==> src/rv32i_types.sv <==
`default_nettype none

package rv32i_types;

  localparam int XLEN = 32;

  typedef logic [XLEN-1:0] rv32i_word;

  //////////////////////////////////////////////////
  // base opcodes, bits 6:0
  //////////////////////////////////////////////////

  typedef enum logic [6:0] {
    op_lui   = 7'b0110111, // load upper immediate
    op_auipc = 7'b0010111, // add upper immediate to pc
    op_jal   = 7'b1101111,
    op_jalr  = 7'b1100111,
    op_br    = 7'b1100011, // conditional branches
    op_load  = 7'b0000011,
    op_store = 7'b0100011,
    op_imm   = 7'b0010011, // register-immediate alu
    op_reg   = 7'b0110011  // register-register alu
  } rv32i_opcode;

  //////////////////////////////////////////////////
  // funct3 encodings, bits 14:12
  //////////////////////////////////////////////////

  typedef enum logic [2:0] {
    beq  = 3'b000,
    bne  = 3'b001,
    blt  = 3'b100,
    bge  = 3'b101,
    bltu = 3'b110,
    bgeu = 3'b111
  } branch_funct3_t;

  // stores use the same width codes
  typedef enum logic [2:0] {
    lb  = 3'b000,
    lh  = 3'b001,
    lw  = 3'b010,
    lbu = 3'b100,
    lhu = 3'b101
  } load_funct3_t;

  typedef enum logic [2:0] {
    add  = 3'b000, // sub when bit 30 set on op_reg
    sll  = 3'b001,
    slt  = 3'b010,
    sltu = 3'b011,
    axor = 3'b100,
    sr   = 3'b101, // srl or sra by bit 30
    aor  = 3'b110,
    aand = 3'b111
  } arith_funct3_t;

endpackage

`default_nettype wire

==> src/rv32i_ctrl_types.sv <==
`default_nettype none

package rv32i_ctrl_types;
  import rv32i_types::*;

  typedef enum logic [3:0] {
    alu_add,
    alu_sub,
    alu_sll,
    alu_slt,
    alu_sltu,
    alu_xor,
    alu_srl,
    alu_sra,
    alu_or,
    alu_and
  } alu_ops;

  typedef branch_funct3_t cmp_ops; // compare op is the branch funct3

  typedef enum logic {alu1_rs1, alu1_pc} alumux1_sel_t;

  typedef enum logic [2:0] {
    alu2_i_imm,
    alu2_u_imm,
    alu2_b_imm,
    alu2_s_imm,
    alu2_j_imm,
    alu2_rs2
  } alumux2_sel_t;

  typedef enum logic {cmpmux_rs2, cmpmux_i_imm} cmpmux_sel_t;

  // consumed by writeback, carried along here
  typedef enum logic [2:0] {
    rf_alu_out,
    rf_br_en,
    rf_u_imm,
    rf_pc_plus4,
    rf_load
  } regfilemux_sel_t;

  typedef struct packed {
    rv32i_opcode     opcode;
    alu_ops          aluop;
    cmp_ops          cmpop;
    alumux1_sel_t    alumux1_sel;
    alumux2_sel_t    alumux2_sel;
    cmpmux_sel_t     cmpmux_sel;
    regfilemux_sel_t regfilemux_sel;
    logic            load_regfile;
    logic            mem_read;
    logic            mem_write;
  } rv32i_control_word;

  typedef struct packed {
    rv32i_word pc;
    rv32i_word instruction;
    rv32i_word rs1_data; // already read from the register file
    rv32i_word rs2_data;
  } id_ex_t;

  typedef struct packed {
    rv32i_control_word ctrl;
    rv32i_word         instruction;
    rv32i_word         pc;
    rv32i_word         alu_out;
    rv32i_word         rs2_out;   // store data, unmasked
    logic              br_en;
    logic [3:0]        mem_byte_enable;
  } ex_mem_t;

endpackage

`default_nettype wire

==> src/alu.sv <==
`timescale 1ns/1ps
`default_nettype none

module alu
  import rv32i_types::*;
  import rv32i_ctrl_types::*;
(
  input  alu_ops    aluop,
  input  rv32i_word a,
  input  rv32i_word b,
  output rv32i_word f
);

  logic [4:0] shamt;

  assign shamt = b[4:0]; // upper bits ignored

  always_comb begin
    unique case (aluop)
      alu_add:  f = a + b;
      alu_sub:  f = a - b;
      alu_sll:  f = a << shamt;
      alu_slt:  f = {{(XLEN-1){1'b0}}, $signed(a) < $signed(b)};
      alu_sltu: f = {{(XLEN-1){1'b0}}, a < b};
      alu_xor:  f = a ^ b;
      alu_srl:  f = a >> shamt;
      alu_sra:  f = rv32i_word'($signed(a) >>> shamt); // sign fill
      alu_or:   f = a | b;
      alu_and:  f = a & b;
      default:  f = a + b; // spare encodings
    endcase
  end

endmodule

`default_nettype wire

==> src/cmp.sv <==
`timescale 1ns/1ps
`default_nettype none

module cmp
  import rv32i_types::*;
  import rv32i_ctrl_types::*;
(
  input  cmp_ops    cmpop,
  input  rv32i_word rs1_out,
  input  rv32i_word cmp_in,
  output logic      br_en
);

  always_comb begin
    unique case (cmpop)
      beq:     br_en = (rs1_out == cmp_in);
      bne:     br_en = (rs1_out != cmp_in);
      blt:     br_en = ($signed(rs1_out) < $signed(cmp_in)); // also slt
      bge:     br_en = ($signed(rs1_out) >= $signed(cmp_in));
      bltu:    br_en = (rs1_out < cmp_in); // also sltu
      bgeu:    br_en = (rs1_out >= cmp_in);
      default: br_en = 1'b0; // reserved funct3
    endcase
  end

endmodule

`default_nettype wire

==> src/control_rom.sv <==
`timescale 1ns/1ps
`default_nettype none

module control_rom
  import rv32i_types::*;
  import rv32i_ctrl_types::*;
(
  input  rv32i_word         instruction,
  output rv32i_control_word ctrl
);

  rv32i_opcode   opcode;
  arith_funct3_t funct3;
  logic          bit30;
  logic          is_reg;

  assign opcode = rv32i_opcode'(instruction[6:0]);
  assign funct3 = arith_funct3_t'(instruction[14:12]);
  assign bit30  = instruction[30]; // funct7 bit 5
  assign is_reg = (opcode == op_reg);

  always_comb begin
    ctrl                = '0; // no write, no memory access
    ctrl.opcode         = opcode;
    ctrl.aluop          = alu_add;
    ctrl.cmpop          = beq;
    ctrl.alumux1_sel    = alu1_rs1;
    ctrl.alumux2_sel    = alu2_i_imm;
    ctrl.cmpmux_sel     = cmpmux_rs2;
    ctrl.regfilemux_sel = rf_alu_out;

    unique case (opcode)
      op_lui: begin
        ctrl.regfilemux_sel = rf_u_imm;
        ctrl.load_regfile   = 1'b1;
      end
      op_auipc: begin
        ctrl.alumux1_sel  = alu1_pc;
        ctrl.alumux2_sel  = alu2_u_imm;
        ctrl.load_regfile = 1'b1;
      end
      op_jal: begin
        ctrl.alumux1_sel    = alu1_pc; // jump target
        ctrl.alumux2_sel    = alu2_j_imm;
        ctrl.regfilemux_sel = rf_pc_plus4;
        ctrl.load_regfile   = 1'b1;
      end
      op_jalr: begin
        ctrl.regfilemux_sel = rf_pc_plus4; // target is rs1 + i_imm
        ctrl.load_regfile   = 1'b1;
      end
      op_br: begin
        ctrl.cmpop       = cmp_ops'(instruction[14:12]);
        ctrl.alumux1_sel = alu1_pc;
        ctrl.alumux2_sel = alu2_b_imm;
      end
      op_load: begin
        ctrl.regfilemux_sel = rf_load;
        ctrl.load_regfile   = 1'b1;
        ctrl.mem_read       = 1'b1;
      end
      op_store: begin
        ctrl.alumux2_sel = alu2_s_imm;
        ctrl.mem_write   = 1'b1;
      end
      op_imm, op_reg: begin
        ctrl.load_regfile = 1'b1;
        ctrl.alumux2_sel  = is_reg ? alu2_rs2 : alu2_i_imm;
        ctrl.cmpmux_sel   = is_reg ? cmpmux_rs2 : cmpmux_i_imm;
        unique case (funct3)
          add:  ctrl.aluop = (is_reg && bit30) ? alu_sub : alu_add; // no subi
          sll:  ctrl.aluop = alu_sll;
          slt: begin
            ctrl.aluop          = alu_slt;
            ctrl.cmpop          = blt; // result comes from the comparator
            ctrl.regfilemux_sel = rf_br_en;
          end
          sltu: begin
            ctrl.aluop          = alu_sltu;
            ctrl.cmpop          = bltu;
            ctrl.regfilemux_sel = rf_br_en;
          end
          axor: ctrl.aluop = alu_xor;
          sr:   ctrl.aluop = bit30 ? alu_sra : alu_srl;
          aor:  ctrl.aluop = alu_or;
          aand: ctrl.aluop = alu_and;
        endcase
      end
      default: begin
        ctrl.load_regfile = 1'b0; // unknown opcode is a bubble
      end
    endcase
  end

endmodule

`default_nettype wire

==> src/execute_top.sv <==
`timescale 1ns/1ps
`default_nettype none

module execute_top
  import rv32i_types::*;
  import rv32i_ctrl_types::*;
(
  input  logic    clk,
  input  logic    rst,
  input  logic    in_valid,
  output logic    in_ready,
  input  id_ex_t  id_in,
  output logic    out_valid,
  input  logic    out_ready,
  output ex_mem_t ex_out
);

  rv32i_control_word ctrl;
  rv32i_word         alu_in_1;
  rv32i_word         alu_in_2;
  rv32i_word         cmp_in;

  // decode straight off the incoming record
  control_rom u_control_rom (
    .instruction (id_in.instruction),
    .ctrl        (ctrl)
  );

  operand_select u_operand_select (
    .rec      (id_in),
    .ctrl     (ctrl),
    .alu_in_1 (alu_in_1),
    .alu_in_2 (alu_in_2),
    .cmp_in   (cmp_in)
  );

  instruction_execute u_execute (
    .clk          (clk),
    .rst          (rst),
    .in_valid     (in_valid),
    .in_ready     (in_ready),
    .rec          (id_in),
    .ctrl_word_in (ctrl),
    .alu_in_1     (alu_in_1),
    .alu_in_2     (alu_in_2),
    .cmp_in       (cmp_in),
    .out_valid    (out_valid),
    .out_ready    (out_ready),
    .ex_out       (ex_out)
  );

endmodule

`default_nettype wire

==> src/instruction_execute.sv <==
`timescale 1ns/1ps
`default_nettype none

module instruction_execute
  import rv32i_types::*;
  import rv32i_ctrl_types::*;
(
  input  logic              clk,
  input  logic              rst,
  input  logic              in_valid,
  output logic              in_ready,
  input  id_ex_t            rec,
  input  rv32i_control_word ctrl_word_in,
  input  rv32i_word         alu_in_1,
  input  rv32i_word         alu_in_2,
  input  rv32i_word         cmp_in,
  output logic              out_valid,
  input  logic              out_ready,
  output ex_mem_t           ex_out
);

  rv32i_word  alu_f;
  logic       br_en;
  logic [1:0] offset;
  logic [3:0] mem_byte_enable;
  ex_mem_t    ex_next;
  logic       accept;

  //////////////////////////////////////////////////
  // datapath
  //////////////////////////////////////////////////

  alu u_alu (
    .aluop (ctrl_word_in.aluop),
    .a     (alu_in_1),
    .b     (alu_in_2),
    .f     (alu_f)
  );

  cmp u_cmp (
    .cmpop   (ctrl_word_in.cmpop),
    .rs1_out (rec.rs1_data),
    .cmp_in  (cmp_in),
    .br_en   (br_en)
  );

  // byte lanes from access width and address offset
  assign offset = alu_f[1:0];

  always_comb begin
    unique case (load_funct3_t'(rec.instruction[14:12]))
      lb, lbu: mem_byte_enable = 4'b0001 << offset; // one lane
      lh, lhu: mem_byte_enable = 4'b0011 << offset; // lane 4 falls off
      lw:      mem_byte_enable = 4'b1111 << offset;
      default: mem_byte_enable = 4'b1111;
    endcase
  end

  always_comb begin
    ex_next.ctrl            = ctrl_word_in;
    ex_next.instruction     = rec.instruction;
    ex_next.pc              = rec.pc;
    ex_next.alu_out         = alu_f;
    ex_next.rs2_out         = rec.rs2_data; // masked later in mem stage
    ex_next.br_en           = br_en;
    ex_next.mem_byte_enable = mem_byte_enable;
  end

  //////////////////////////////////////////////////
  // stage register with valid/ready
  //////////////////////////////////////////////////

  assign in_ready = !out_valid || out_ready; // empty or draining
  assign accept   = in_valid && in_ready;

  always_ff @(posedge clk) begin
    if (rst) begin
      out_valid <= 1'b0;
      ex_out    <= '0;
    end else begin
      if (in_ready) begin
        out_valid <= in_valid; // bubble when nothing arrives
      end
      if (accept) begin
        ex_out <= ex_next;
      end
    end
  end

endmodule

`default_nettype wire

==> src/operand_select.sv <==
`timescale 1ns/1ps
`default_nettype none

module operand_select
  import rv32i_types::*;
  import rv32i_ctrl_types::*;
(
  input  id_ex_t            rec,
  input  rv32i_control_word ctrl,
  output rv32i_word         alu_in_1,
  output rv32i_word         alu_in_2,
  output rv32i_word         cmp_in
);

  rv32i_word instr;
  rv32i_word i_imm;
  rv32i_word s_imm;
  rv32i_word b_imm;
  rv32i_word u_imm;
  rv32i_word j_imm;

  assign instr = rec.instruction;

  //////////////////////////////////////////////////
  // immediates, all sign extended from bit 31
  //////////////////////////////////////////////////

  assign i_imm = {{21{instr[31]}}, instr[30:20]};
  assign s_imm = {{21{instr[31]}}, instr[30:25], instr[11:7]};
  assign b_imm = {{20{instr[31]}}, instr[7], instr[30:25], instr[11:8], 1'b0};
  assign u_imm = {instr[31:12], 12'h000};
  assign j_imm = {{12{instr[31]}}, instr[19:12], instr[20], instr[30:21], 1'b0};

  //////////////////////////////////////////////////
  // operand muxes
  //////////////////////////////////////////////////

  assign alu_in_1 = (ctrl.alumux1_sel == alu1_pc) ? rec.pc : rec.rs1_data;

  always_comb begin
    unique case (ctrl.alumux2_sel)
      alu2_i_imm: alu_in_2 = i_imm;
      alu2_u_imm: alu_in_2 = u_imm;
      alu2_b_imm: alu_in_2 = b_imm;
      alu2_s_imm: alu_in_2 = s_imm;
      alu2_j_imm: alu_in_2 = j_imm;
      default:    alu_in_2 = rec.rs2_data; // alu2_rs2
    endcase
  end

  // slti and sltiu compare against the immediate
  assign cmp_in = (ctrl.cmpmux_sel == cmpmux_i_imm) ? i_imm : rec.rs2_data;

endmodule

`default_nettype wire

==> config.mk <==
export PLATFORM = sky130hd
export DESIGN_NAME = execute_top
export DESIGN_NICKNAME = d
export VERILOG_FILES = /design/src/rv32i_types.sv /design/src/rv32i_ctrl_types.sv /design/src/alu.sv /design/src/cmp.sv /design/src/control_rom.sv /design/src/execute_top.sv /design/src/instruction_execute.sv /design/src/operand_select.sv
export SDC_FILE = /design/constraint.sdc
export NUM_CORES = 1
export LEC_CHECK = 0
export ABC_AREA = 1
export BUFFER_PORTS_ARGS = -buffer_cell sky130_fd_sc_hd__buf_2
export CAP_MARGIN = 20
export CORE_MARGIN = 2
export CORE_UTILIZATION = 53
export DETAILED_ROUTE_END_ITERATION = 10
export PLACE_DENSITY = 0.76
export SYNTH_ARGS = -nofsm -noshare
export SYNTH_HDL_FRONTEND = slang
export SYNTH_SLANG_ARGS = --single-unit
==> constraint.sdc <==
create_clock -name clk -period 7.27 [get_ports clk]
set_input_delay 1.454 -clock clk [delete_from_list [all_inputs] [get_ports clk]]
set_output_delay 1.454 -clock clk [all_outputs]
set_load 0.02 [all_outputs]
## After elaboration in Yosys (flattened, before gate mapping)

Cells that the tools add are included.

- Flip-flop bits (word level): 159
- Input port bits: 132
- Logic and storage cells: 106

- Add/subtract/negate cells: 2
- Order comparisons: 6
- Equality and inequality tests: 36
- Shift-type cells: 6
- Multiplexer cells: 22
- Bitwise gates (word level): 3
- Reductions and logical operators: 14

Operator list:

| cell | number |
|---|---|
| 32-bit case mux with 9 select lines | 1 |
| 32-bit case mux with 5 select lines | 1 |
| 32-bit less-than comparator | 4 |
| 32-bit greater-or-equal comparator | 2 |
| 32-bit 2-to-1 mux | 2 |
| 32-bit adder | 1 |
| 32-bit bitwise AND | 1 |
| 32-bit equality test | 1 |
| 32-bit inequality test | 1 |
| 32-bit OR | 1 |
| 4-bit case mux with 8 select lines | 1 |
| 32-bit by 5-bit left shift with 32-bit output | 1 |
| 32-bit by 5-bit >> shifter with 32-bit output | 1 |
| 32-bit by 5-bit >>> shifter with 32-bit output | 1 |
| 32-bit subtractor | 1 |
| 32-bit XOR | 1 |
| 3-bit equality test, second input constant | 9 |
| 7-bit by 6-bit equality test with 1-bit output, second input constant | 3 |
| 7-bit equality test, second input constant | 3 |
| 4-bit by 3-bit equality test with 1-bit output, second input constant | 4 |
| 3-bit case mux with 5 select lines | 1 |
| 7-bit by 5-bit equality test with 1-bit output, second input constant | 2 |
| 3-bit by 2-bit equality test with 1-bit output, second input constant | 4 |
| 3-bit case mux with 2 select lines | 2 |
| other kinds (21) | 40 |

## Longest topological paths before layout

- Depth after elaboration: 9
- Depth in mapped cells: 34
- Depth with buffers taken out: 33

## Modules after synthesis

From an unflattened synthesis, not the netlist that was laid out.

- Cell total of the unflattened synthesis: 3233
- Area total of the unflattened synthesis: 18078.6 µm²

By module, submodules not included:

| module | times used | cells an instance | area an instance (µm²) |
|---|---|---|---|
| alu | 1 | 2041 | 9900.7 |
| instruction_execute | 1 | 705 | 5491.5 |
| operand_select | 1 | 236 | 1285.0 |
| cmp | 1 | 169 | 991.0 |
| control_rom | 1 | 82 | 410.4 |

## Worst setup path after synthesis

OpenSTA, ideal clock, no wires.

- Path kind: input -> register
- From: input port id_in[70] (netlist name)
- To: register, netlist name u_execute.ex_out[61]
- Setup time: 0.117 ns
- Arrival: 5.209 ns
- Path slack: 1.944 ns
- Stages on the path: 27
- Path buffers: 4
- Path through: inv_2 -> nand3_2 -> nor2_8 -> inv_4 -> clkbuf_1 -> o221ai_2 -> inv_1 -> clkbuf_1 -> buf_2 -> ha_1 -> clkbuf_1 -> nor2_1 -> a21boi_1 -> o21ai_0 -> a21boi_1 -> o21ai_0 -> inv_1 -> o21ai_0 -> nand2_1 -> nand2_1 -> nand2_1 -> nand2_1 -> xor2_1 -> nand2_1 -> nand2_1 -> nor2_1 -> nor2_1

- Word-level cells in the longest chain between the ends: 7
- Elaborated cells between the ends (all ways): 40
- Those cells by class: 2 x add/sub; 19 x eq/ne; 3 x shift; 9 x mux; 3 x bitwise; 4 x reduce/logical

RTL lines:

| what | RTL line | source |
|---|---|---|
| from (decl) | execute_top.sv:12 | `input id_ex_t id_in,` |
| 7-bit by 6-bit equality test with 1-bit output or 7-bit by 5-bit equality test with 1-bit output (tied branches) | control_rom.sv:20, control_rom.sv:32 |  |
| 3-bit 2-to-1 mux (tied with other cells) | control_rom.sv:68 | `ctrl.alumux2_sel = is_reg ? alu2_rs2 : alu2_i_imm;` |
| 3-bit case mux with 5 select lines or 1-bit 2-to-1 mux (tied branches) | control_rom.sv:32, control_rom.sv:71 |  |
| 3-bit equality test (tied with other cells) | operand_select.sv:41 | `unique case (ctrl.alumux2_sel)` |
| 32-bit case mux with 5 select lines or 4-bit 2-to-1 mux (tied branches) | operand_select.sv:41, control_rom.sv:32 |  |
| 32-bit adder (tied with other cells) | alu.sv:20, alu.sv:30 |  |
| 32-bit case mux with 9 select lines * | alu.sv:19 | `unique case (aluop)` |

Every way passes the cells marked *; elsewhere a longest branch is shown, timed or not.
A chain may end at the register's enable or synchronous reset.

## Final worst setup path

- From: input port id_in[64] (netlist name)
- To: register, netlist name u_execute.ex_out[51]

- Word-level cells in the longest chain between the ends: 7
- Elaborated cells between the ends (all ways): 40
- Those cells by class: 2 x add/sub; 19 x eq/ne; 3 x shift; 9 x mux; 3 x bitwise; 4 x reduce/logical

RTL lines:

| what | RTL line |
|---|---|
| 7-bit by 6-bit equality test with 1-bit output or 7-bit by 5-bit equality test with 1-bit output (tied branches) | control_rom.sv:20, control_rom.sv:32 |
| 3-bit 2-to-1 mux (tied with other cells) | control_rom.sv:68 |
| 3-bit case mux with 5 select lines or 1-bit 2-to-1 mux (tied branches) | control_rom.sv:32, control_rom.sv:71 |
| 3-bit equality test (tied with other cells) | operand_select.sv:41 |
| 32-bit case mux with 5 select lines or 4-bit 2-to-1 mux (tied branches) | operand_select.sv:41, control_rom.sv:32 |
| 32-bit adder (tied with other cells) | alu.sv:20, alu.sv:30 |
| 32-bit case mux with 9 select lines * | alu.sv:19 |

Marks and branches as above.

==> flow_metrics.tcl <==
set metrics [dict create \
    outcome "completed" \
    cts.sinks 152 \
    async_flop_share_pct 0 \
    worstSetupEndpointType "flop" \
    p_int_mw 1.78 \
    critPathBufInv 5 \
    ys_seq_elements 152 \
    cp_common_cell "nand2_1" \
    worstSetupPathType "in2reg" \
    postLayoutCellArea_um2 18300 \
    path_clk_slew_ps 70 \
    irDropWorstVdd_v 0.000174 \
    clock_skew_ps 9.09 \
    pre_cts_ws_ps 966 \
    num_io_pins 292 \
    p_comb_share_pct 41.8 \
    clk_latency_ps 460 \
    grt_overflow_total 0 \
    slowest_delay_ps 500 \
    power_mw 3.20 \
    die_x_um 179 \
    area_growth_syn_to_layout_pct 13.1 \
    rsz0062_at_grt "no" \
    p_leak_nw 9.42 \
    antenna_found_initial 7 \
    period_needed_ps 6150 \
    std_cell_rows 64 \
    place_inst 3281 \
    required_ps 7590 \
    rr_worst_depth 6 \
    syn_area_per_cell_um2 5.98 \
    cp-start-kind "input port" \
    vias 21084 \
    fin_nets 3167 \
    hold_violations 0 \
    seq_power_share_pct 29.4 \
    syn_area_um2 16200 \
    post_cts_buffers 0 \
    slew-limit-headroom_pct 27.2 \
    synth.distinct_cells 66 \
    ant_nets 0 \
    die_height_um 179 \
    r2r_end "u_execute.ex_out[8]$_SDFFE_PP0P_" \
    synth_fp_nets 2976 \
    routed_wl_um 80200 \
    gr-usage-met1_pct 60.2 \
    grt_usage_pct 49.1 \
    max_cap_viol_count 0 \
    switching_share_pct 44.4 \
    yosysSeqAreaShare_pct 18.8 \
    grt_pass1_wl_um 116000 \
    cp.depth 28 \
    cp_top_family "compound AO/OA/AOI/OAI gates" \
    setup_violations 0 \
    yosys_warnings 0 \
    ctsRootBufferMaster "clkbuf_16" \
    synth-edff-count 0 \
    cts_htree_levels 4 \
    startpoint "id_in[64]" \
    r2r-start "u_execute.out_valid$_SDFFE_PP0N_" \
    critPathSlowestCell "o21ai_0" \
    grt_start_max_net_pins 125 \
    initial_utilization_pct 53.4 \
    cts_tree "built" \
    grt_pass1_vias 18953 \
    viasPerCell 6.35 \
    grt_use_met2_pct 71.1 \
    r2r_slack_ps 4430 \
    cts_buffer_depth 2 \
    hpwlAfterDp_um 63400 \
    p_per_area_nw_per_um2 174 \
    cts_resized 0 \
    cts_buffers 17 \
    final_cells 3321 \
    fin_ws_ps 1120 \
    endpoint "u_execute.ex_out[51]$_SDFFE_PP0P_" \
    grt_use_met3_pct 18.0 \
    max_freq_mhz 163 \
    routedWlPerCell_um 24.1 \
    busiest_layer "met2" \
    slew_viol_final 0 \
    p_clk_share_pct 28.8 \
    cts_hold_buf 0 \
    dieArea_um2 32000 \
    portBuffers 291 \
    initialDrtViolationCount 3158 \
    cp.arrival_ps 6460 \
    firstDrtPassIters 6 \
    drc 0 \
    netlist_instances 2713 \
    setup_tns_ps 0 \
    hp-class "reg2reg" \
    final_layout_size_suffix_gt1_share_pct 15.4 \
    p_switching_mw 1.42 \
    synth_ff_type "dfxtp_1" \
    core-area_um2 30300 \
    routabilityCongestion 1.24 \
    worst_pin_slew_ps 1080 \
    period_share_pct 84.5 \
    place_area_um2 17700 \
    cp_max_fo 41 \
]
==> cell type report <==
cell class	instances	area, um2
antenna	8	20.0
clock buffer	18	439
clock inverter	14	156
fill	3088	12000
inverter	328	1240
multi-input combinational	2076	11200
sequential	152	3040
tap	396	495
timing repair buffer	329	1740
==> tightest hold or removal path, cell delays in order, from the launching register on <==
cell	delay (ps)
dfxtp_1	310
nand2_1	60
a21oi_1	50
==> cell families after synthesis <==
group           count (synthesis)  share of synthesized area (%)
compound gates                731                           25.5
xor+xnor                       22                           1.19
fa+ha+maj                     131                           10.2
buf+inv                       485                           12.3
flops                         152                           18.8
mux                             1                         0.0617
simple gates                 1191                           32.0
==> state kept, by name, indices dropped and copies added (netlist names) <==
register and cells:
u_execute.ex_out 151, u_execute.out_valid 1
==> stage by stage <==
stage | util [%] | hold slack [ps]
global route | 60.4 | 493
finish | 60.4 | 465
global placement | 58.4 | 449
floorplan | - | 544
detailed placement | 58.4 | 457
CTS | 60.4 | 468
==> layout by cell type, fill, tap and decap left out, types with 4 or more instances in the layout <==
master     synthesis  final
nor2_2             9      8
o21ai_0          286    286
dfxtp_1          152    152
nand2_1          533    532
inv_1            302    301
xor2_1            21     21
nand3_1          237    236
nand2_2            7      7
a2111oi_0          4      4
nand4_1           21     21
inv_6              0      5
nor2_4             8      9
nand3_2           11     12
or2_2              7      7
nor2_1           312    312
inv_2             22     22
buf_2             29    291
ha_1             129    129
a221oi_1          14     14
nor4_1             9      9
o211ai_1          41     41
clkbuf_16          0     17
o221ai_1           9      9
or2_1              4      4
o21a_1            30     30
nor3_1            14     14
diode_2            0      8
o21ai_1           31     31
a211oi_1          10     10
buf_4              9     38
a31oi_1           12     12
a21oi_1          237    237
o22ai_1           26     26
==> per-layer routing <==
metal / vias up / part of all wire (%)
met4: 12 / 7.9
met1: 9531 / 37
met3: 410 / 15
met5: - / 0.12
met2: 1697 / 40
li1: 9434 / -
==> synth_stat cells (12+ instances only) <==
master,number,area [um2]
nand2_1,533,2000
nor2_1,312,1170
inv_1,302,1130
o21ai_0,286,1430
a21oi_1,237,1190
nand3_1,237,1190
dfxtp_1,152,3040
ha_1,129,1610
clkbuf_1,96,360
o211ai_1,41,308
o21ai_1,31,155
o21a_1,30,225
buf_2,29,145
o22ai_1,26,163
inv_2,22,82.6
nand4_1,21,131
xor2_1,21,184
a221oi_1,14,123
nor3_1,14,70.1
a31oi_1,12,75.1
==> power groups by stage <==
stage	clock, mW	combinational [mW]	sequential [mW]
after floorplan	0	0.733	1.04
after global placement	0	1.25	0.955
after detailed placement	0	1.26	0.957
after CTS	0.929	1.27	0.939
after global routing	0.946	1.42	0.947
final	0.922	1.34	0.940
==> how the worst min path moves through the flow <==
| stage | startpoint | end | depth (start not counted) |
|---|---|---|---|
| after floorplan | u_execute.ex_out[50]$_SDFFE_PP0P_ | u_execute.ex_out[50]$_SDFFE_PP0P_ | 2 |
| after global placement | u_execute.ex_out[42]$_SDFFE_PP0P_ | u_execute.ex_out[42]$_SDFFE_PP0P_ | 2 |
| after detailed placement | u_execute.ex_out[41]$_SDFFE_PP0P_ | u_execute.ex_out[41]$_SDFFE_PP0P_ | 2 |
| after CTS | u_execute.ex_out[44]$_SDFFE_PP0P_ | u_execute.ex_out[44]$_SDFFE_PP0P_ | 2 |
| after global routing | u_execute.ex_out[134]$_SDFFE_PP0P_ | u_execute.ex_out[134]$_SDFFE_PP0P_ | 2 |
| final | u_execute.ex_out[4]$_SDFFE_PP0P_ | u_execute.ex_out[4]$_SDFFE_PP0P_ | 2 |
Power figures use the tool's default switching activity.
